[config.mk]
export PLATFORM = sky130hd
export DESIGN_NAME = lsu_bus_top
export DESIGN_NICKNAME = d
export VERILOG_FILES = /design/src/hdl/lsu_bus_geom_pkg.sv /design/src/hdl/lsu_pipe_pkg.sv /design/src/hdl/lsu_bus_top.sv /design/src/hdl/lsu_coalesce_chk.sv /design/src/hdl/lsu_fwd_match.sv /design/src/hdl/lsu_fwd_merge.sv /design/src/hdl/lsu_stage_pipe.sv
export SDC_FILE = /design/constraint.sdc
export NUM_CORES = 1
export LEC_CHECK = 0
export BUFFER_PORTS_ARGS = -buffer_cell sky130_fd_sc_hd__buf_4
export CAP_MARGIN = 20
export CORE_UTILIZATION = 40
export CTS_BUF_LIST = sky130_fd_sc_hd__clkbuf_16
export DETAILED_ROUTE_END_ITERATION = 10
export PLACE_DENSITY_LB_ADDON = 0.2
export SKIP_LAST_GASP = 1
export SYNTH_ARGS = -nofsm -noshare
export SYNTH_HDL_FRONTEND = slang
export SYNTH_SLANG_ARGS = --single-unit
[constraint.sdc]
create_clock -name clk -period 5.2 [get_ports clk]
set_clock_uncertainty 0.2 [all_clocks]
set_input_delay 0.26 -clock clk [delete_from_list [all_inputs] [get_ports clk]]
set_output_delay 0.26 -clock clk [all_outputs]
set_load 0.03 [all_outputs]
[src/hdl/lsu_bus_geom_pkg.sv]
`default_nettype none

// ************************************************************************
// bus geometry of the load/store unit
// ************************************************************************

package lsu_bus_geom_pkg;

   localparam int ADDR_W     = 32;  // byte address
   localparam int WORD_W     = 32;  // bus data word
   localparam int BYTE_LANES = 4;   // bytes per word
   localparam int WORD_OFS_W = 2;   // byte offset bits inside a word

   // address bit selecting the word inside a doubleword;
   // bits above it give the doubleword address
   localparam int DWORD_BIT  = 2;

endpackage : lsu_bus_geom_pkg

`default_nettype wire

[src/hdl/lsu_pipe_pkg.sv]
`default_nettype none

package lsu_pipe_pkg;

   import lsu_bus_geom_pkg::*;

   // access size of a load or store
   typedef enum logic [1:0] {
      size_byte = 2'b00,
      size_half = 2'b01,
      size_word = 2'b10
   } lsu_size_e;

   // ************************************************************************
   // request as it enters the pipe at dc1
   // ************************************************************************
   typedef struct packed {
      logic              valid;
      logic              load;
      logic              store;
      lsu_size_e         size;
      logic              sideeffect;       // side-effect memory, never forwarded
      logic [ADDR_W-1:0] addr;
      logic [WORD_W-1:0] store_data;       // right aligned
   } lsu_req_t;

   // per-stage state, dc2 to dc5
   typedef struct packed {
      logic                  valid;
      logic                  load;
      logic                  store;
      logic                  sideeffect;
      logic [ADDR_W-1:0]     addr;
      logic [ADDR_W-1:0]     end_addr;     // last byte touched
      logic [BYTE_LANES-1:0] byteen;       // unshifted enables
      logic                  dual;         // access crosses into the next word
      logic [WORD_W-1:0]     store_data;
   } lsu_stage_t;

   // result of one older store compared against the dc2 load
   typedef struct packed {
      logic [BYTE_LANES-1:0] hit_lo;       // lanes of the load's first word
      logic [BYTE_LANES-1:0] hit_hi;       // lanes of the following word
      logic [WORD_W-1:0]     data_lo;
      logic [WORD_W-1:0]     data_hi;
   } lsu_fwd_t;

endpackage : lsu_pipe_pkg

`default_nettype wire

[src/hdl/lsu_bus_top.sv]
`timescale 1ns/100ps
`default_nettype none

module lsu_bus_top
   import lsu_bus_geom_pkg::*;
   import lsu_pipe_pkg::*;
(
   input  logic              clk,
   input  logic              rst_n,
   input  lsu_req_t          req_dc1,
   input  logic [WORD_W-1:0] bus_data_dc3,
   output logic [WORD_W-1:0] bus_read_data_dc3,
   output logic              ld_full_hit_dc3,
   output logic              no_word_merge_dc5,
   output logic              no_dword_merge_dc5
);

   lsu_stage_t stage_dc2;
   lsu_stage_t stage_dc3;
   lsu_stage_t stage_dc4;
   lsu_stage_t stage_dc5;
   lsu_fwd_t   fwd_dc3;
   lsu_fwd_t   fwd_dc4;
   lsu_fwd_t   fwd_dc5;

   // ************************************************************************
   // request pipe dc1 to dc5
   // ************************************************************************
   lsu_stage_pipe u_stage_pipe (
      .clk       (clk),
      .rst_n     (rst_n),
      .req_dc1   (req_dc1),
      .stage_dc2 (stage_dc2),
      .stage_dc3 (stage_dc3),
      .stage_dc4 (stage_dc4),
      .stage_dc5 (stage_dc5)
   );

   // ************************************************************************
   // store to load forwarding, dc2 load against dc3..dc5 stores
   // ************************************************************************
   lsu_fwd_match u_match_dc3 (
      .ld_stage (stage_dc2),
      .st_stage (stage_dc3),
      .fwd      (fwd_dc3)
   );

   lsu_fwd_match u_match_dc4 (
      .ld_stage (stage_dc2),
      .st_stage (stage_dc4),
      .fwd      (fwd_dc4)
   );

   lsu_fwd_match u_match_dc5 (
      .ld_stage (stage_dc2),
      .st_stage (stage_dc5),
      .fwd      (fwd_dc5)
   );

   lsu_fwd_merge u_fwd_merge (
      .clk               (clk),
      .rst_n             (rst_n),
      .ld_stage          (stage_dc2),
      .fwd_dc3           (fwd_dc3),
      .fwd_dc4           (fwd_dc4),
      .fwd_dc5           (fwd_dc5),
      .bus_data_dc3      (bus_data_dc3),
      .bus_read_data_dc3 (bus_read_data_dc3),
      .ld_full_hit_dc3   (ld_full_hit_dc3)
   );

   // write coalescing check for the dc5 store
   lsu_coalesce_chk u_coalesce_chk (
      .stage_dc2          (stage_dc2),
      .stage_dc3          (stage_dc3),
      .stage_dc4          (stage_dc4),
      .stage_dc5          (stage_dc5),
      .no_word_merge_dc5  (no_word_merge_dc5),
      .no_dword_merge_dc5 (no_dword_merge_dc5)
   );

endmodule : lsu_bus_top

`default_nettype wire

[src/hdl/lsu_coalesce_chk.sv]
`timescale 1ns/100ps
`default_nettype none

module lsu_coalesce_chk
   import lsu_bus_geom_pkg::*;
   import lsu_pipe_pkg::*;
(
   input  lsu_stage_t stage_dc2,
   input  lsu_stage_t stage_dc3,
   input  lsu_stage_t stage_dc4,
   input  lsu_stage_t stage_dc5,
   output logic       no_word_merge_dc5,
   output logic       no_dword_merge_dc5
);

   logic       st_cand_dc5;      // single word store sitting in dc5
   lsu_stage_t younger;          // youngest valid request behind it
   logic       dw_match;
   logic       word_match;

   assign st_cand_dc5 = stage_dc5.valid & stage_dc5.store & ~stage_dc5.dual;

   // dc4 is the closest follower, dc2 the farthest
   always_comb begin
      if (stage_dc4.valid) begin
         younger = stage_dc4;
      end else if (stage_dc3.valid) begin
         younger = stage_dc3;
      end else begin
         younger = stage_dc2;     // valid bit still gates the result
      end
   end

   assign dw_match   = younger.addr[ADDR_W-1:DWORD_BIT+1] ==
                       stage_dc5.addr[ADDR_W-1:DWORD_BIT+1];
   assign word_match = dw_match & (younger.addr[DWORD_BIT] == stage_dc5.addr[DWORD_BIT]);

   // a load behind the store always breaks the merge
   assign no_word_merge_dc5  = st_cand_dc5 & younger.valid & (younger.load | ~word_match);
   assign no_dword_merge_dc5 = st_cand_dc5 & younger.valid & (younger.load | ~dw_match);

endmodule : lsu_coalesce_chk

`default_nettype wire

[src/hdl/lsu_fwd_match.sv]
`timescale 1ns/100ps
`default_nettype none

module lsu_fwd_match
   import lsu_bus_geom_pkg::*;
   import lsu_pipe_pkg::*;
(
   input  lsu_stage_t ld_stage,   // dc2 request
   input  lsu_stage_t st_stage,   // one older stage
   output lsu_fwd_t   fwd
);

   logic                    qual;
   logic                    addr_hit_lo_lo;  // store start word vs load start word
   logic                    addr_hit_lo_hi;  // store start word vs load end word
   logic                    addr_hit_hi_lo;  // store end word vs load start word
   logic                    addr_hit_hi_hi;
   logic [2*BYTE_LANES-1:0] ld_byteen_ext;
   logic [2*BYTE_LANES-1:0] st_byteen_ext;
   logic [2*WORD_W-1:0]     st_data_ext;

   assign qual = st_stage.valid & st_stage.store & ld_stage.valid;

   assign addr_hit_lo_lo = qual & (ld_stage.addr[ADDR_W-1:WORD_OFS_W] ==
                                   st_stage.addr[ADDR_W-1:WORD_OFS_W]);
   assign addr_hit_lo_hi = qual & (ld_stage.end_addr[ADDR_W-1:WORD_OFS_W] ==
                                   st_stage.addr[ADDR_W-1:WORD_OFS_W]);
   assign addr_hit_hi_lo = qual & (ld_stage.addr[ADDR_W-1:WORD_OFS_W] ==
                                   st_stage.end_addr[ADDR_W-1:WORD_OFS_W]);
   assign addr_hit_hi_hi = qual & (ld_stage.end_addr[ADDR_W-1:WORD_OFS_W] ==
                                   st_stage.end_addr[ADDR_W-1:WORD_OFS_W]);

   // spread enables and store data over two words
   assign ld_byteen_ext = {{BYTE_LANES{1'b0}}, ld_stage.byteen} <<
                          ld_stage.addr[WORD_OFS_W-1:0];
   assign st_byteen_ext = {{BYTE_LANES{1'b0}}, st_stage.byteen} <<
                          st_stage.addr[WORD_OFS_W-1:0];
   assign st_data_ext   = {{WORD_W{1'b0}}, st_stage.store_data} <<
                          {st_stage.addr[WORD_OFS_W-1:0], 3'b000};

   // ************************************************************************
   // per byte hits and lane data
   // ************************************************************************
   always_comb begin
      logic [BYTE_LANES-1:0] st_lo;
      logic [BYTE_LANES-1:0] st_hi;
      logic [BYTE_LANES-1:0] ld_lo;
      logic [BYTE_LANES-1:0] ld_hi;
      st_lo = st_byteen_ext[BYTE_LANES-1:0];
      st_hi = st_byteen_ext[2*BYTE_LANES-1:BYTE_LANES];
      ld_lo = ld_byteen_ext[BYTE_LANES-1:0];
      ld_hi = ld_byteen_ext[2*BYTE_LANES-1:BYTE_LANES];
      fwd   = '0;
      for (int i = 0; i < BYTE_LANES; i++) begin
         // store lo lane wins only on its own word, lanes never overlap
         if (addr_hit_lo_lo && st_lo[i] && ld_lo[i]) begin
            fwd.hit_lo[i]        = 1'b1;
            fwd.data_lo[8*i +: 8] = st_data_ext[8*i +: 8];
         end else if (addr_hit_hi_lo && st_hi[i] && ld_lo[i]) begin
            fwd.hit_lo[i]        = 1'b1;
            fwd.data_lo[8*i +: 8] = st_data_ext[WORD_W + 8*i +: 8];
         end
         if (addr_hit_lo_hi && st_lo[i] && ld_hi[i]) begin
            fwd.hit_hi[i]        = 1'b1;
            fwd.data_hi[8*i +: 8] = st_data_ext[8*i +: 8];
         end else if (addr_hit_hi_hi && st_hi[i] && ld_hi[i]) begin
            fwd.hit_hi[i]        = 1'b1;
            fwd.data_hi[8*i +: 8] = st_data_ext[WORD_W + 8*i +: 8];
         end
      end
   end

endmodule : lsu_fwd_match

`default_nettype wire

[src/hdl/lsu_fwd_merge.sv]
`timescale 1ns/100ps
`default_nettype none

module lsu_fwd_merge
   import lsu_bus_geom_pkg::*;
   import lsu_pipe_pkg::*;
(
   input  logic              clk,
   input  logic              rst_n,
   input  lsu_stage_t        ld_stage,           // dc2 request
   input  lsu_fwd_t          fwd_dc3,            // youngest store
   input  lsu_fwd_t          fwd_dc4,
   input  lsu_fwd_t          fwd_dc5,            // oldest store
   input  logic [WORD_W-1:0] bus_data_dc3,
   output logic [WORD_W-1:0] bus_read_data_dc3,
   output logic              ld_full_hit_dc3
);

   logic [2*BYTE_LANES-1:0] ld_byteen_ext;
   logic [BYTE_LANES-1:0]   ld_en_lo;
   logic [BYTE_LANES-1:0]   ld_en_hi;
   logic [BYTE_LANES-1:0]   hit_lo;
   logic [BYTE_LANES-1:0]   hit_hi;
   logic [WORD_W-1:0]       fwd_data_lo;
   logic [WORD_W-1:0]       fwd_data_hi;
   logic [2*WORD_W-1:0]     fwd_aligned_dc2;
   logic                    ld_full_hit_dc2;
   logic [WORD_W-1:0]       fwd_data_dc3;

   assign ld_byteen_ext = {{BYTE_LANES{1'b0}}, ld_stage.byteen} <<
                          ld_stage.addr[WORD_OFS_W-1:0];
   assign ld_en_lo      = ld_byteen_ext[BYTE_LANES-1:0];
   assign ld_en_hi      = ld_byteen_ext[2*BYTE_LANES-1:BYTE_LANES];

   // ************************************************************************
   // age merge, youngest hitting store supplies the byte
   // ************************************************************************
   always_comb begin
      for (int i = 0; i < BYTE_LANES; i++) begin
         hit_lo[i] = fwd_dc3.hit_lo[i] | fwd_dc4.hit_lo[i] | fwd_dc5.hit_lo[i];
         hit_hi[i] = fwd_dc3.hit_hi[i] | fwd_dc4.hit_hi[i] | fwd_dc5.hit_hi[i];

         if (fwd_dc3.hit_lo[i]) begin
            fwd_data_lo[8*i +: 8] = fwd_dc3.data_lo[8*i +: 8];
         end else if (fwd_dc4.hit_lo[i]) begin
            fwd_data_lo[8*i +: 8] = fwd_dc4.data_lo[8*i +: 8];
         end else begin
            fwd_data_lo[8*i +: 8] = fwd_dc5.data_lo[8*i +: 8];   // zero on a miss
         end

         if (fwd_dc3.hit_hi[i]) begin
            fwd_data_hi[8*i +: 8] = fwd_dc3.data_hi[8*i +: 8];
         end else if (fwd_dc4.hit_hi[i]) begin
            fwd_data_hi[8*i +: 8] = fwd_dc4.data_hi[8*i +: 8];
         end else begin
            fwd_data_hi[8*i +: 8] = fwd_dc5.data_hi[8*i +: 8];
         end
      end
   end

   // every enabled byte of both words must be covered
   assign ld_full_hit_dc2 = (&(hit_lo | ~ld_en_lo)) & (&(hit_hi | ~ld_en_hi)) &
                            ld_stage.valid & ld_stage.load & ~ld_stage.sideeffect;

   // first load byte down to lane 0
   assign fwd_aligned_dc2 = {fwd_data_hi, fwd_data_lo} >>
                            {ld_stage.addr[WORD_OFS_W-1:0], 3'b000};

   // ************************************************************************
   // dc3 register and return mux
   // ************************************************************************
   always_ff @(posedge clk or negedge rst_n) begin
      if (!rst_n) begin
         ld_full_hit_dc3 <= 1'b0;
      end else begin
         ld_full_hit_dc3 <= ld_full_hit_dc2;
      end
   end

   always_ff @(posedge clk) begin
      fwd_data_dc3 <= fwd_aligned_dc2[WORD_W-1:0];
   end

   assign bus_read_data_dc3 = ld_full_hit_dc3 ? fwd_data_dc3 : bus_data_dc3;

endmodule : lsu_fwd_merge

`default_nettype wire

[src/hdl/lsu_stage_pipe.sv]
`timescale 1ns/100ps
`default_nettype none

module lsu_stage_pipe
   import lsu_bus_geom_pkg::*;
   import lsu_pipe_pkg::*;
(
   input  logic       clk,
   input  logic       rst_n,
   input  lsu_req_t   req_dc1,
   output lsu_stage_t stage_dc2,
   output lsu_stage_t stage_dc3,
   output lsu_stage_t stage_dc4,
   output lsu_stage_t stage_dc5
);

   logic [BYTE_LANES-1:0] byteen_dc1;
   logic [WORD_OFS_W-1:0] size_m1_dc1;    // access size minus one
   logic [ADDR_W-1:0]     end_addr_dc1;
   lsu_stage_t            stage_dc1;
   lsu_stage_t            pipe_q [4];     // payload of dc2..dc5
   logic [3:0]            valid_q;        // bit 0 is dc2

   // ************************************************************************
   // dc1 decode
   // ************************************************************************
   always_comb begin
      case (req_dc1.size)
         size_half: begin
            byteen_dc1  = BYTE_LANES'(2'b11);
            size_m1_dc1 = WORD_OFS_W'(1);
         end
         size_word: begin
            byteen_dc1  = {BYTE_LANES{1'b1}};
            size_m1_dc1 = WORD_OFS_W'(BYTE_LANES - 1);
         end
         default: begin                   // byte
            byteen_dc1  = BYTE_LANES'(1'b1);
            size_m1_dc1 = '0;
         end
      endcase
   end

   assign end_addr_dc1 = req_dc1.addr + ADDR_W'(size_m1_dc1);

   always_comb begin
      stage_dc1.valid      = req_dc1.valid;
      stage_dc1.load       = req_dc1.load;
      stage_dc1.store      = req_dc1.store;
      stage_dc1.sideeffect = req_dc1.sideeffect;
      stage_dc1.addr       = req_dc1.addr;
      stage_dc1.end_addr   = end_addr_dc1;
      stage_dc1.byteen     = byteen_dc1;
      stage_dc1.dual       = req_dc1.addr[DWORD_BIT] != end_addr_dc1[DWORD_BIT];
      stage_dc1.store_data = req_dc1.store_data;
   end

   // ************************************************************************
   // stage registers, one step per clock
   // ************************************************************************
   always_ff @(posedge clk or negedge rst_n) begin
      if (!rst_n) begin
         valid_q <= '0;
      end else begin
         valid_q <= {valid_q[2:0], req_dc1.valid};
      end
   end

   always_ff @(posedge clk) begin
      pipe_q[0] <= stage_dc1;
      pipe_q[1] <= pipe_q[0];
      pipe_q[2] <= pipe_q[1];
      pipe_q[3] <= pipe_q[2];
   end

   // valid comes from the reset flops, the rest from the payload
   always_comb begin
      stage_dc2       = pipe_q[0];
      stage_dc2.valid = valid_q[0];
      stage_dc3       = pipe_q[1];
      stage_dc3.valid = valid_q[1];
      stage_dc4       = pipe_q[2];
      stage_dc4.valid = valid_q[2];
      stage_dc5       = pipe_q[3];
      stage_dc5.valid = valid_q[3];
   end

endmodule : lsu_stage_pipe

`default_nettype wire

# == Word-level counts from Yosys, hierarchy flattened ==
# Memories as Yosys holds them, arrays and structs flattened.
# Cells that the tools add are included.
# classes
mux,117
reduce_logical,98
shifts,8
add_sub_neg,1
n_bitwise,53
n_eq_ne,17
# op_table
operator,count
2-to-1 mux 8 bit,64
== test 30 bit,12
2-to-1 mux 105 bit,2
<< shifter 32 x 5 -> 64 bit,3
logical AND 1 bit,96
>> shifter 64 x 5 -> 32 bit,1
2-to-1 mux 1 bit,48
adder 32 x 2 -> 32 bit,1
2-to-1 mux 32 bit,1
<< shifter 4 x 2 -> 8 bit,4
== test 29 bit,1
bitwise AND 1 bit,27
bitwise OR 1 bit,18
NOT 4 bit,2
bitwise OR 4 bit,2
case mux 4 bit (2 select lines),1
AND reduction 4 bit,2
NOT 1 bit,4
case mux 2 bit (2 select lines),1
"== test 2 x 1 -> 1 bit, second input constant",1
"== test 2 bit, second input constant",1
== test 1 bit,1
!= test 1 bit,1
# word_totals
memories,1
output_inout_bits,35
regBits,37
ram_bits,420
# mem_list
name,words,word_bits,read_ports,rd_clocked_by_memory_dff,write_ports,line,source
u_stage_pipe.pipe_q,4,105,4,0,4,lsu_stage_pipe.sv:21,lsu_stage_t pipe_q [4];

# == Longest topological paths before layout ==
# Gate-level depths: netlist (run 1).
# depth
word_depth,15
depth_mapped,13
depth_no_buf,12

# == By module ==
# From an unflattened synthesis (run 1), not the netlist that was laid out.
# hier_totals
hier_cells,2282
area_unflattened_um2,22830.6
# modules_own_cells
module,area_per_inst_um2,cells_each,instances
lsu_stage_pipe,9093.7,525,1
lsu_fwd_match,2994.1,421,3
lsu_fwd_merge,3497.1,319,1
lsu_coalesce_chk,1257.5,175,1

# == Worst setup path after synthesis (run 1) ==
# No wires, ideal clock.
# synth_path
path_type,register to register
from,memory u_stage_pipe.pipe_q[0][96] in the netlist's numbering
to,register u_fwd_merge.fwd_data_dc3[6]
stages_incl_launch_ff,12
setup_ps,122
n_path_buf,2
period_less_slack_ps,2990
slack_ps,2210
arrival_ps,2668
cell_sequence,dfxtp_1 -> clkbuf_1 -> xnor2_1 -> nand3_1 -> nor4_2 -> nand3_1 -> nor4_4 -> a21oi_1 -> and3_1 -> buf_6 -> a221o_1 -> a221o_1
# synth_rtl
item,line,source
start: declaration,lsu_stage_pipe.sv:21,
end signal: assignment,lsu_fwd_merge.sv:81,fwd_data_dc3 <= fwd_aligned_dc2[WORD_W-1:0];
end: declaration,lsu_fwd_merge.sv:28,logic [WORD_W-1:0] fwd_data_dc3;

# == Final worst setup path (run 1) ==
# layout_path
from,register u_stage_pipe.valid_q[2]
to,output port no_word_merge_dc5
# layout_via
elab_chain_len,6
# layout_lines
item,line,source
start: declaration,lsu_stage_pipe.sv:22,logic [3:0] valid_q;
start signal: assignment,lsu_stage_pipe.sv:65,"valid_q <= {valid_q[2:0], req_dc1.valid};"
2-to-1 mux 105 bit *,lsu_coalesce_chk.sv:25,if (stage_dc4.valid) begin
== test 29 bit or == test 1 bit (tied branches),"lsu_coalesce_chk.sv:34, lsu_coalesce_chk.sv:36",
bitwise AND 1 bit,lsu_coalesce_chk.sv:36,assign word_match = dw_match & (younger.addr[DWORD_BIT] == stage_dc5.addr[DWORD_BIT]);
NOT 1 bit,lsu_coalesce_chk.sv:39,assign no_word_merge_dc5 = st_cand_dc5 & younger.valid & (younger.load | ~word_match);
bitwise OR 1 bit,lsu_coalesce_chk.sv:39,
bitwise AND 1 bit *,lsu_coalesce_chk.sv:39,
end: declaration,lsu_bus_top.sv:14,"output logic no_word_merge_dc5,"
# Mark *: on every way between the ends. The rest lies on a longest branch, timed or not.

==> results.yml, run 1 <==
power_and_ir_drop:
  switching_share_pct: 29.39
  seq_power_share_pct: 45.7
  p_comb_share_pct: 13.3
  p_clk_share_pct: 41.0
  p_total_mw: 8.313
  p_per_area_mw_per_mm2: 334.5
  power_leakage_nw: 9.918
  ir_drop_mv: 0.2159
  intPower_mw: 5.870
  switchingPower_mw: 2.443
grt:
  grt_first_pass_wirelength_mm: 135.1
  grt_max_degree: 41
  overflow: 0
  antenna_found_initial: 4
  grt_pass1_vias: 17346
  track_usage_pct: 36.59
clocking:
  clkTransAtPathRegs_ps: 60
  clock-sinks: 433
  cts-root-buf: "clkbuf_16"
  hold_buffers: 73
  post_cts.repair.setup_buffers: 0
  htreeDepth: 2
  clockBufferDepth: 3
  post_cts_resized: 0
  numCtsBuffers: 49
  cts_tree: "built"
  clkLatencyLatePin_ps: 620
logic_synthesis:
  netlist_instances: 2152
  syn_avg_cell_area_um2: 9.636
  yosys_most_used_dff: "dfxtp_1"
  ys_seq_area_share_pct: 41.92
  synth_edf_count: 0
  post_synth_instance_area_mm2: 0.02074
  syn-num-nets: 2258
  synth.distinct_cells: 81
  ys_ff_latch: 433
  synthArstFlopShare_pct: 1.155
  yosys_warnings: 0
detailed_routing:
  drcViolationCount: 0
  wl_per_cell_um: 31.90
  drt_wl_total_mm: 98.38
  drt_iter0_drc: 2694
  vias_per_cell: 6.044
  drtPass1Iterations: 10
  drtAntennaViolNets: 0
  routed-via-count: 18641
floorplanning:
  die_x_um: 229.7
  coreArea_mm2: 0.05130
  die_h_um: 229.7
  die-area_mm2: 0.05276
  start_util_pct: 40.42
  num_io_pins: 139
  rows: 83
setup_path:
  reg2reg_to: "u_fwd_merge.fwd_data_dc3[7]$_DFF_P_"
  crit_family: "simple AND/OR/NAND/NOR gates"
  end_kind: "primary output"
  crit_buf_inv: 3
  critPathArrivalTime_ps: 4160
  crit_slowest_cell: "nor4_1"
  path_depth: 9
  cp-startpoint: "u_stage_pipe.valid_q[2]$_DFF_PN0_"
  cp_max_fo: 40
  slowest_delay_ps: 750
  worstPathCellList: "buf_4 > buf_4 > o21ai_0 > xor2_1 > nor4_1 > nand4_1 > nor4_1 > a21oi_1 > buf_4"
  path_common_cell: "buf_4"
  start_kind: "flop"
  worstPathRequired_ps: 4740
  r2r_cells: 11
  path_class: "flop to primary output"
  rr_startpoint: "u_stage_pipe.pipe_q[0][77]$_DFF_P_"
  ff2ff_setup_slack_ps: 720
  critical_path.endpoint: "no_word_merge_dc5"
sta:
  fin_crit_sh_pct: 88.86
  slew_viol_final: 0
  tightest_slew_ps: 1109
  hold_viol: 0
  relSlewSlack_pct: 25.39
  timing.fmax_mhz: 216.4
  finalSetupViolations: 0
  period_needed_ps: 4621
  fin_setup_tns_ps: 0
  rsz0062_at_grt: "false"
placement:
  dp_hpwl_mm: 79.02
  gp_congestion: 1.060
  portBuffers: 138
outcome:
  status: "finished clean"
final_layout:
  syn2layout_area_growth_pct: 19.87
  layout.nets: 2471
  layout_commonest_cell: "dfxtp_1"
  final_cell_mix: "428 x dfxtp_1, 234 x buf_4, 222 x xnor2_1"
  drive_gt1_share_pct: 16.99
worst_hold_path:
  hold_path_class: "input port to flop"
run:
  cap_violations: 0
power groups by stage:
stage / Clock [mW] / Combinational (mW) / Sequential, mW
global route: 3.59 / 1.14 / 3.81
global placement: 0 / 1.03 / 3.85
CTS: 3.45 / 1.06 / 3.78
floorplan: 0 / 0.665 / 3.69
detailed placement: 0 / 1.01 / 3.86
finish: 3.41 / 1.11 / 3.80
through the flow:
step / worst slack (ps) / utilization, % / hold slack [ps] / cell area [um^2] / instances
finish: 579.1 / 48.45 / 91.05 / 24860 / 3084
global route: 443.9 / 48.44 / 86.02 / 24850 / 3082
CTS: 780.0 / 48.44 / 60.43 / 24850 / 3082
detailed placement: 911.3 / 44.01 / -106.8 / 22580 / 2921
global placement: 904.7 / 43.99 / -107.1 / 22570 / 2920
floorplan: 2210 / - / -235.6 / 20740 / 2152
synthesized netlist by cell type (19+ instances only):
cell	number	area, um^2
xor2_1	193	1690
dfxtp_1	428	8568
nand2_1	160	600.6
o21ai_0	84	420.4
mux2i_1	93	930.9
inv_1	30	112.6
a22oi_1	30	225.2
and3_1	19	118.9
nand3_1	43	215.2
nor2_1	112	420.4
nand4_1	72	450.4
o221ai_1	21	183.9
o22ai_1	27	168.9
nor3_1	23	115.1
a21oi_1	46	230.2
a22o_1	34	297.8
buf_2	52	260.3
xnor2_1	222	1944
mux2_2	73	822.0
nand2b_1	19	118.9
nor4_1	50	312.8
and2_1	19	118.9
clkbuf_1	58	217.7
cells by family (layout without fill, tap and decap cells):
family                   count (synthesis)  after routing  synth area share (%)
AND/OR/NAND/NOR                        579            579                 14.55
flip-flops                             433            433                 41.92
XOR/XNOR                               417            417                 17.69
AO/OA/AOI/OAI                          377            377                 12.89
buffers and inverters                  177            427                 4.326
multiplexers                           167            167                 8.508
adder cells (fa/ha/maj)                  2              2                0.1207
other                                    0              2                     0
layout make-up:
cell class                      count  area (um^2)
Fill cell                        4931        26450
Multi-Input combinational cell   1542        11150
Sequential cell                   433         8696
Timing Repair Buffer              307         2487
Clock buffer                       49         1226
Tap cell                          680        850.8
Clock inverter                     39        319.1
Inverter                           32        120.1
Antenna cell                        2        5.005
per-layer routing:
metal / up-vias / wire length (um) / track usage [%] / part of all wire, %
met5: - / 23 / 0 / 0.023
met4: 4 / 2588 / 9.188 / 2.6
met3: 175 / 12010 / 9.263 / 12
met2: 1192 / 38050 / 49.29 / 39
met1: 9190 / 45710 / 56.56 / 46
li1: 8080 / - / - / -
state kept, by name, indices dropped and copies added, names as in the netlist:
register                     cells
u_fwd_merge.fwd_data_dc3        32
u_stage_pipe.valid_q             4
u_stage_pipe.pipe_q            396
u_fwd_merge.ld_full_hit_dc3      1
worst min path at each step:
stage                      startpoint                                    end  slack, ps  cells past startpoint
final                     req_dc1[67]    u_stage_pipe.pipe_q[0][102]$_DFF_P_         90                      2
after global routing      req_dc1[30]     u_stage_pipe.pipe_q[0][30]$_DFF_P_         90                      2
after CTS                 req_dc1[67]    u_stage_pipe.pipe_q[0][102]$_DFF_P_         60                      2
after detailed placement        rst_n      u_stage_pipe.valid_q[0]$_DFF_PN0_       -110                      1
after global placement          rst_n      u_stage_pipe.valid_q[0]$_DFF_PN0_       -110                      1
after floorplan                 rst_n  u_fwd_merge.ld_full_hit_dc3$_DFF_PN0_       -240                      0
No activity file was read; power rests on OpenSTA's default activity.
==> inputs of run 2 (changes only) <==
- BUFFER_PORTS_ARGS: -buffer_cell sky130_fd_sc_hd__buf_4 -> -buffer_cell sky130_fd_sc_hd__buf_2
- CTS_BUF_LIST: sky130_fd_sc_hd__clkbuf_16 -> sky130_fd_sc_hd__clkbuf_8
==> run 2 against run 1 <==
Against the previous run: critical path type is now flop to flop; clock power up 4%; sequential power barely moved; sequential cell count stayed put; fmax increased by 3.4%.
==> results.yml, run 2 (synthesized netlist as in run 1, its figures left out) <==
outcome:
  status: "finished clean"
clocking:
  clkTransAtPathRegs_ps: 70
  clkLatencyLatePin_ps: 690
  cts_tree: "built"
  clockBufferDepth: 3
  post_cts_resized: 0
  hold_buffers: 99
  clock-sinks: 433
  post_cts.repair.setup_buffers: 0
  numCtsBuffers: 79
  cts-root-buf: "clkbuf_8"
  htreeDepth: 3
sta:
  final.setup.worst_slack_ps: 729.1
  slew_viol_final: 0
  finalSetupViolations: 0
  hold_slack_ps: 42.54
  timing.fmax_mhz: 223.7
  fin_setup_tns_ps: 0
  rsz0062_at_grt: "false"
  period_needed_ps: 4471
  relSlewSlack_pct: 34.90
  fin_crit_sh_pct: 85.98
  tightest_slew_ps: 967.5
  hold_viol: 0
final_layout:
  final_cells: 3164
  final_cell_mix: "428 x dfxtp_1, 222 x xnor2_1, 193 x xor2_1"
  layout.nets: 2526
  drive_gt1_share_pct: 18.53
  reg_top3: "u_stage_pipe.pipe_q (396), u_fwd_merge.fwd_data_dc3 (32), u_stage_pipe.valid_q (4)"
  regMostFlops: "u_stage_pipe.pipe_q"
  syn2layout_area_growth_pct: 20.33
  layout_commonest_cell: "dfxtp_1"
  n_fill_cell: 4898
  largest_register_ffs: 396
detailed_routing:
  drcViolationCount: 0
  drt_iter0_drc: 2636
  drtPass1Iterations: 5
  routed-via-count: 19068
  drtAntennaViolNets: 0
  drt_wl_total_mm: 98.97
  vias_per_cell: 6.027
  wl_per_cell_um: 31.28
power_and_ir_drop:
  p_total_mw: 8.415
  ir_drop_mv: 0.2152
  p_per_area_mw_per_mm2: 337.2
  power_leakage_nw: 10.09
grt:
  overflow: 0
  grt_first_pass_wirelength_mm: 136.4
  grt_max_degree: 65
  track_usage_pct: 36.79
  grt_pass1_vias: 18053
  antenna_found_initial: 6
setup_path:
  cp_max_fo: 15
  slowest_delay_ps: 670
  crit_buf_inv: 2
  critPathArrivalTime_ps: 4870
  worstPathRequired_ps: 5600
  start_kind: "flop"
  path_common_cell: "buf_4"
  worstPathCellList: "xnor2_1 > nand4_1 > nor4_2 > nand3_1 > or4_1 > buf_4 > and3_1 > and4_1 > nor4_1 > buf_4"
  crit_family: "simple AND/OR/NAND/NOR gates"
  path_class: "flop to flop"
  end_kind: "flop"
  crit_slowest_cell: "dfxtp_1"
floorplanning:
  die-area_mm2: 0.05276
  coreArea_mm2: 0.05130
  die_h_um: 229.7
  die_x_um: 229.7
  rows: 83
  start_util_pct: 40.42
  num_io_pins: 139
placement:
  dp.cells: 2920
  dp_hpwl_mm: 78.57
  portBuffers: 138
  gp_congestion: 1.070
  pre_cts_slack_ps: 966.0
run:
  cap_violations: 0
worst_hold_path:
  hold_path_class: "input port to flop"
[run 2: cell type report]
class,instances,area (um^2),share of cell area [%]
tap,680,850.8,3.410
clock buffer,95,1308,5.240
timing repair buffer,332,2407,9.648
multi-input combinational,1542,11150,44.69
antenna,2,5.005,0.02006
clock inverter,48,414.1,1.660
inverter,32,120.1,0.4814
sequential,433,8696,34.85
[run 2: worst paths after layout]
path                                                    start                                     to  slack [ps]  cells past startpoint
max                        u_stage_pipe.pipe_q[0][83]$_DFF_P_  u_fwd_merge.ld_full_hit_dc3$_DFF_PN0_         730                     10
min                                               req_dc1[62]     u_stage_pipe.pipe_q[0][99]$_DFF_P_          40                      2
min in group asynchronous                               rst_n      u_stage_pipe.valid_q[3]$_DFF_PN0_         300                      3
max reg2reg                u_stage_pipe.pipe_q[0][83]$_DFF_P_  u_fwd_merge.ld_full_hit_dc3$_DFF_PN0_         730                     10
min reg2reg                u_stage_pipe.pipe_q[0][20]$_DFF_P_     u_stage_pipe.pipe_q[1][20]$_DFF_P_         120                      0
max in group asynchronous                               rst_n      u_stage_pipe.valid_q[2]$_DFF_PN0_        4280                      3
[run 2: routing by layer]
layer,up-vias,wire (um),track usage (%)
met5,-,15,0
met4,2,2425,10.33
met3,171,11830,9.015
met2,1283,38490,49.41
met1,9411,46210,56.78
li1,8201,-,-
[run 2: worst reg2reg max path, stage by stage (launching register included)]
cell     delay [ps]
dfxtp_1         670
xnor2_1         180
nand4_1         320
nor4_2          490
nand3_1         470
or4_1           610
buf_4           220
and3_1          420
and4_1          300
nor4_1          310
buf_4           210
[run 2: through the flow]
stage	instance area, um^2	utilization, %
6_report	24950	48.64
5_1_grt	24950	48.63
4_1_cts	24950	48.63
3_5_place_dp	22230	43.34
3_3_place_gp	22230	43.34
2_1_floorplan	20740	-
[run 2: power by group]
group          leakage (nW)  internal [mW]  switching (mW)
clock                 0.966           1.98            1.55
combinational          5.46          0.428           0.659
sequential             3.66           3.50           0.291
total                  10.1           5.91            2.50
==> inputs of run 3 (changes only) <==
- REMOVE_ABC_BUFFERS: unset -> 1
- TNS_END_PERCENT: unset -> 100
==> run 3 against run 2 <==
Against the previous run: combinational power shrank 9%; sequential power is essentially flat; power shrank 7.6%; critical path depth shrank 2; via count shrank 3.1%; cell count shrank 0.16%; non-clock buffer count grew 15; setup slack lost 380 ps; count of clock-buffer cells in the layout shrank 6.
==> results.yml, run 3 (synthesized netlist as in run 1, its figures left out) <==
outcome:
  status: "finished clean"
power_and_ir_drop:
  ir_drop_mv: 0.1955
  p_comb_share_pct: 12.7
  power_leakage_nw: 9.995
  p_clk_share_pct: 38.6
  p_per_area_mw_per_mm2: 313.5
  switchingPower_mw: 2.264
  p_total_mw: 7.773
  seq_power_share_pct: 48.7
  intPower_mw: 5.509
  switching_share_pct: 29.12
detailed_routing:
  drtPass1Iterations: 6
  drcViolationCount: 0
  routed-via-count: 18469
  wl_per_cell_um: 27.95
  drtAntennaViolNets: 0
  vias_per_cell: 5.846
  drt_iter0_drc: 2261
  drt_wl_total_mm: 88.28
floorplanning:
  rows: 83
  die_h_um: 229.7
  start_util_pct: 40.42
  die-area_mm2: 0.05276
  coreArea_mm2: 0.05130
  num_io_pins: 139
  die_x_um: 229.7
grt:
  grt_max_degree: 57
  grt_first_pass_wirelength_mm: 125.0
  antenna_found_initial: 0
  overflow: 0
  grt_pass1_vias: 17662
  track_usage_pct: 32.97
final_layout:
  layout_commonest_cell: "dfxtp_1"
  layout.nets: 2535
  largest_register_ffs: 396
  final_cell_mix: "426 x dfxtp_1, 222 x xnor2_1, 193 x xor2_1"
  n_fill_cell: 4918
  syn2layout_area_growth_pct: 19.59
  final_cells: 3159
  drive_gt1_share_pct: 18.17
  reg_top3: "u_stage_pipe.pipe_q (396), u_fwd_merge.fwd_data_dc3 (32), u_stage_pipe.valid_q (4)"
  regMostFlops: "u_stage_pipe.pipe_q"
  utilization_pct: 48.34
setup_path:
  crit_buf_inv: 0
  rr_startpoint: "u_stage_pipe.pipe_q[0][73]$_DFF_P_"
  critPathArrivalTime_ps: 5130
  crit_slowest_cell: "dfxtp_1"
  start_kind: "flop"
  ff2ff_setup_slack_ps: 350
  worstPathCellList: "xnor2_1 > nand4_1 > nor4_2 > nand3_1 > or4_1 > and3_1 > and4_1 > nor4_1"
  slowest_delay_ps: 920
  r2r_cells: 8
  path_class: "flop to flop"
  reg2reg_to: "u_fwd_merge.ld_full_hit_dc3$_DFF_PN0_"
  crit_family: "simple AND/OR/NAND/NOR gates"
  cp_max_fo: 9
  worstPathRequired_ps: 5480
  end_kind: "flop"
clocking:
  clock-sinks: 433
  cts-root-buf: "clkbuf_8"
  cts_tree: "built"
  clkTransAtPathRegs_ps: 60
  clkLatencyLatePin_ps: 690
  post_cts.repair.setup_buffers: 0
  numCtsBuffers: 73
  clockBufferDepth: 3
  htreeDepth: 3
sta:
  fin_setup_tns_ps: 0
  period_needed_ps: 4848
  hold_viol: 0
  timing.fmax_mhz: 206.3
  rsz0062_at_grt: "false"
  tightest_slew_ps: 1181
  fin_crit_sh_pct: 93.24
  slew_viol_final: 0
  relSlewSlack_pct: 20.65
  finalSetupViolations: 0
worst_hold_path:
  worstHoldEndpoint: "u_stage_pipe.pipe_q[0][24]$_DFF_P_"
  hold_start: "req_dc1[24]"
  hold_path_class: "input port to flop"
  hold_depth: 2
placement:
  gp_congestion: 1.028
  dp_hpwl_mm: 65.32
  portBuffers: 138
  dp.cells: 2926
run:
  cap_violations: 0
[run 3: layout make-up]
| type | instances | area [um^2] | area share [%] |
|---|---|---|---|
| clock inverter | 34 | 201.4 | 0.8124 |
| inverter | 32 | 120.1 | 0.4844 |
| sequential | 433 | 8700 | 35.08 |
| multi-input combinational | 1542 | 11170 | 45.03 |
| antenna | 2 | 5.005 | 0.02018 |
| clock buffer | 89 | 1225 | 4.940 |
| timing repair buffer | 347 | 2530 | 10.20 |
| tap | 680 | 850.8 | 3.431 |
[run 3: power by group through the flow]
stage | Clock (mW) | Sequential [mW] | Combinational [mW]
5_1_grt | 3.22 | 3.79 | 1.05
3_3_place_gp | 0 | 3.84 | 0.908
4_1_cts | 3.07 | 3.77 | 0.968
3_5_place_dp | 0 | 3.84 | 0.900
6_report | 3.00 | 3.78 | 0.987
2_1_floorplan | 0 | 3.78 | 0.535
[run 3: worst max-delay path by stage]
| stage | start | end | slack (ps) | depth (start not counted) |
|---|---|---|---|---|
| finish | u_stage_pipe.pipe_q[0][73]$_DFF_P_ | u_fwd_merge.ld_full_hit_dc3$_DFF_PN0_ | 350 | 8 |
| global route | u_stage_pipe.pipe_q[0][73]$_DFF_P_ | u_fwd_merge.ld_full_hit_dc3$_DFF_PN0_ | 530 | 8 |
| CTS | u_stage_pipe.pipe_q[0][73]$_DFF_P_ | u_fwd_merge.ld_full_hit_dc3$_DFF_PN0_ | 690 | 8 |
| detailed placement | u_stage_pipe.pipe_q[0][73]$_DFF_P_ | u_fwd_merge.ld_full_hit_dc3$_DFF_PN0_ | 710 | 8 |
| global placement | u_stage_pipe.pipe_q[0][73]$_DFF_P_ | u_fwd_merge.ld_full_hit_dc3$_DFF_PN0_ | 740 | 8 |
| floorplan | u_stage_pipe.pipe_q[2][69]$_DFF_P_ | u_fwd_merge.fwd_data_dc3[8]$_DFF_P_ | 1150 | 9 |
[run 3: layer usage]
layer | global-route usage, % | vias to the layer above | share of wire, %
met5 | 0 | - | 0
met4 | 13.10 | 0 | 3.8
met3 | 8.991 | 241 | 11
met2 | 45.52 | 1113 | 40
met1 | 47.84 | 8907 | 46
li1 | - | 8208 | -
[run 3: what timing repair did]
| item | 4_1_cts | 5_1_grt |
|---|---|---|
| endpoints found under the hold margin | 106 | 0 |
| hold buffers | 108 | 0 |
| gates resized for setup | 0 | 0 |
[run 3: per-stage QoR]
step	area (um^2)	worst slack (ps)	hold slack, ps
final	24800	351.5	37.80
after global routing	24790	526.2	44.29
after CTS	24790	690.9	2.746
after detailed placement	22290	713.3	-113.1
after global placement	22290	738.5	-113.9
after floorplan	19960	1149	-235.6
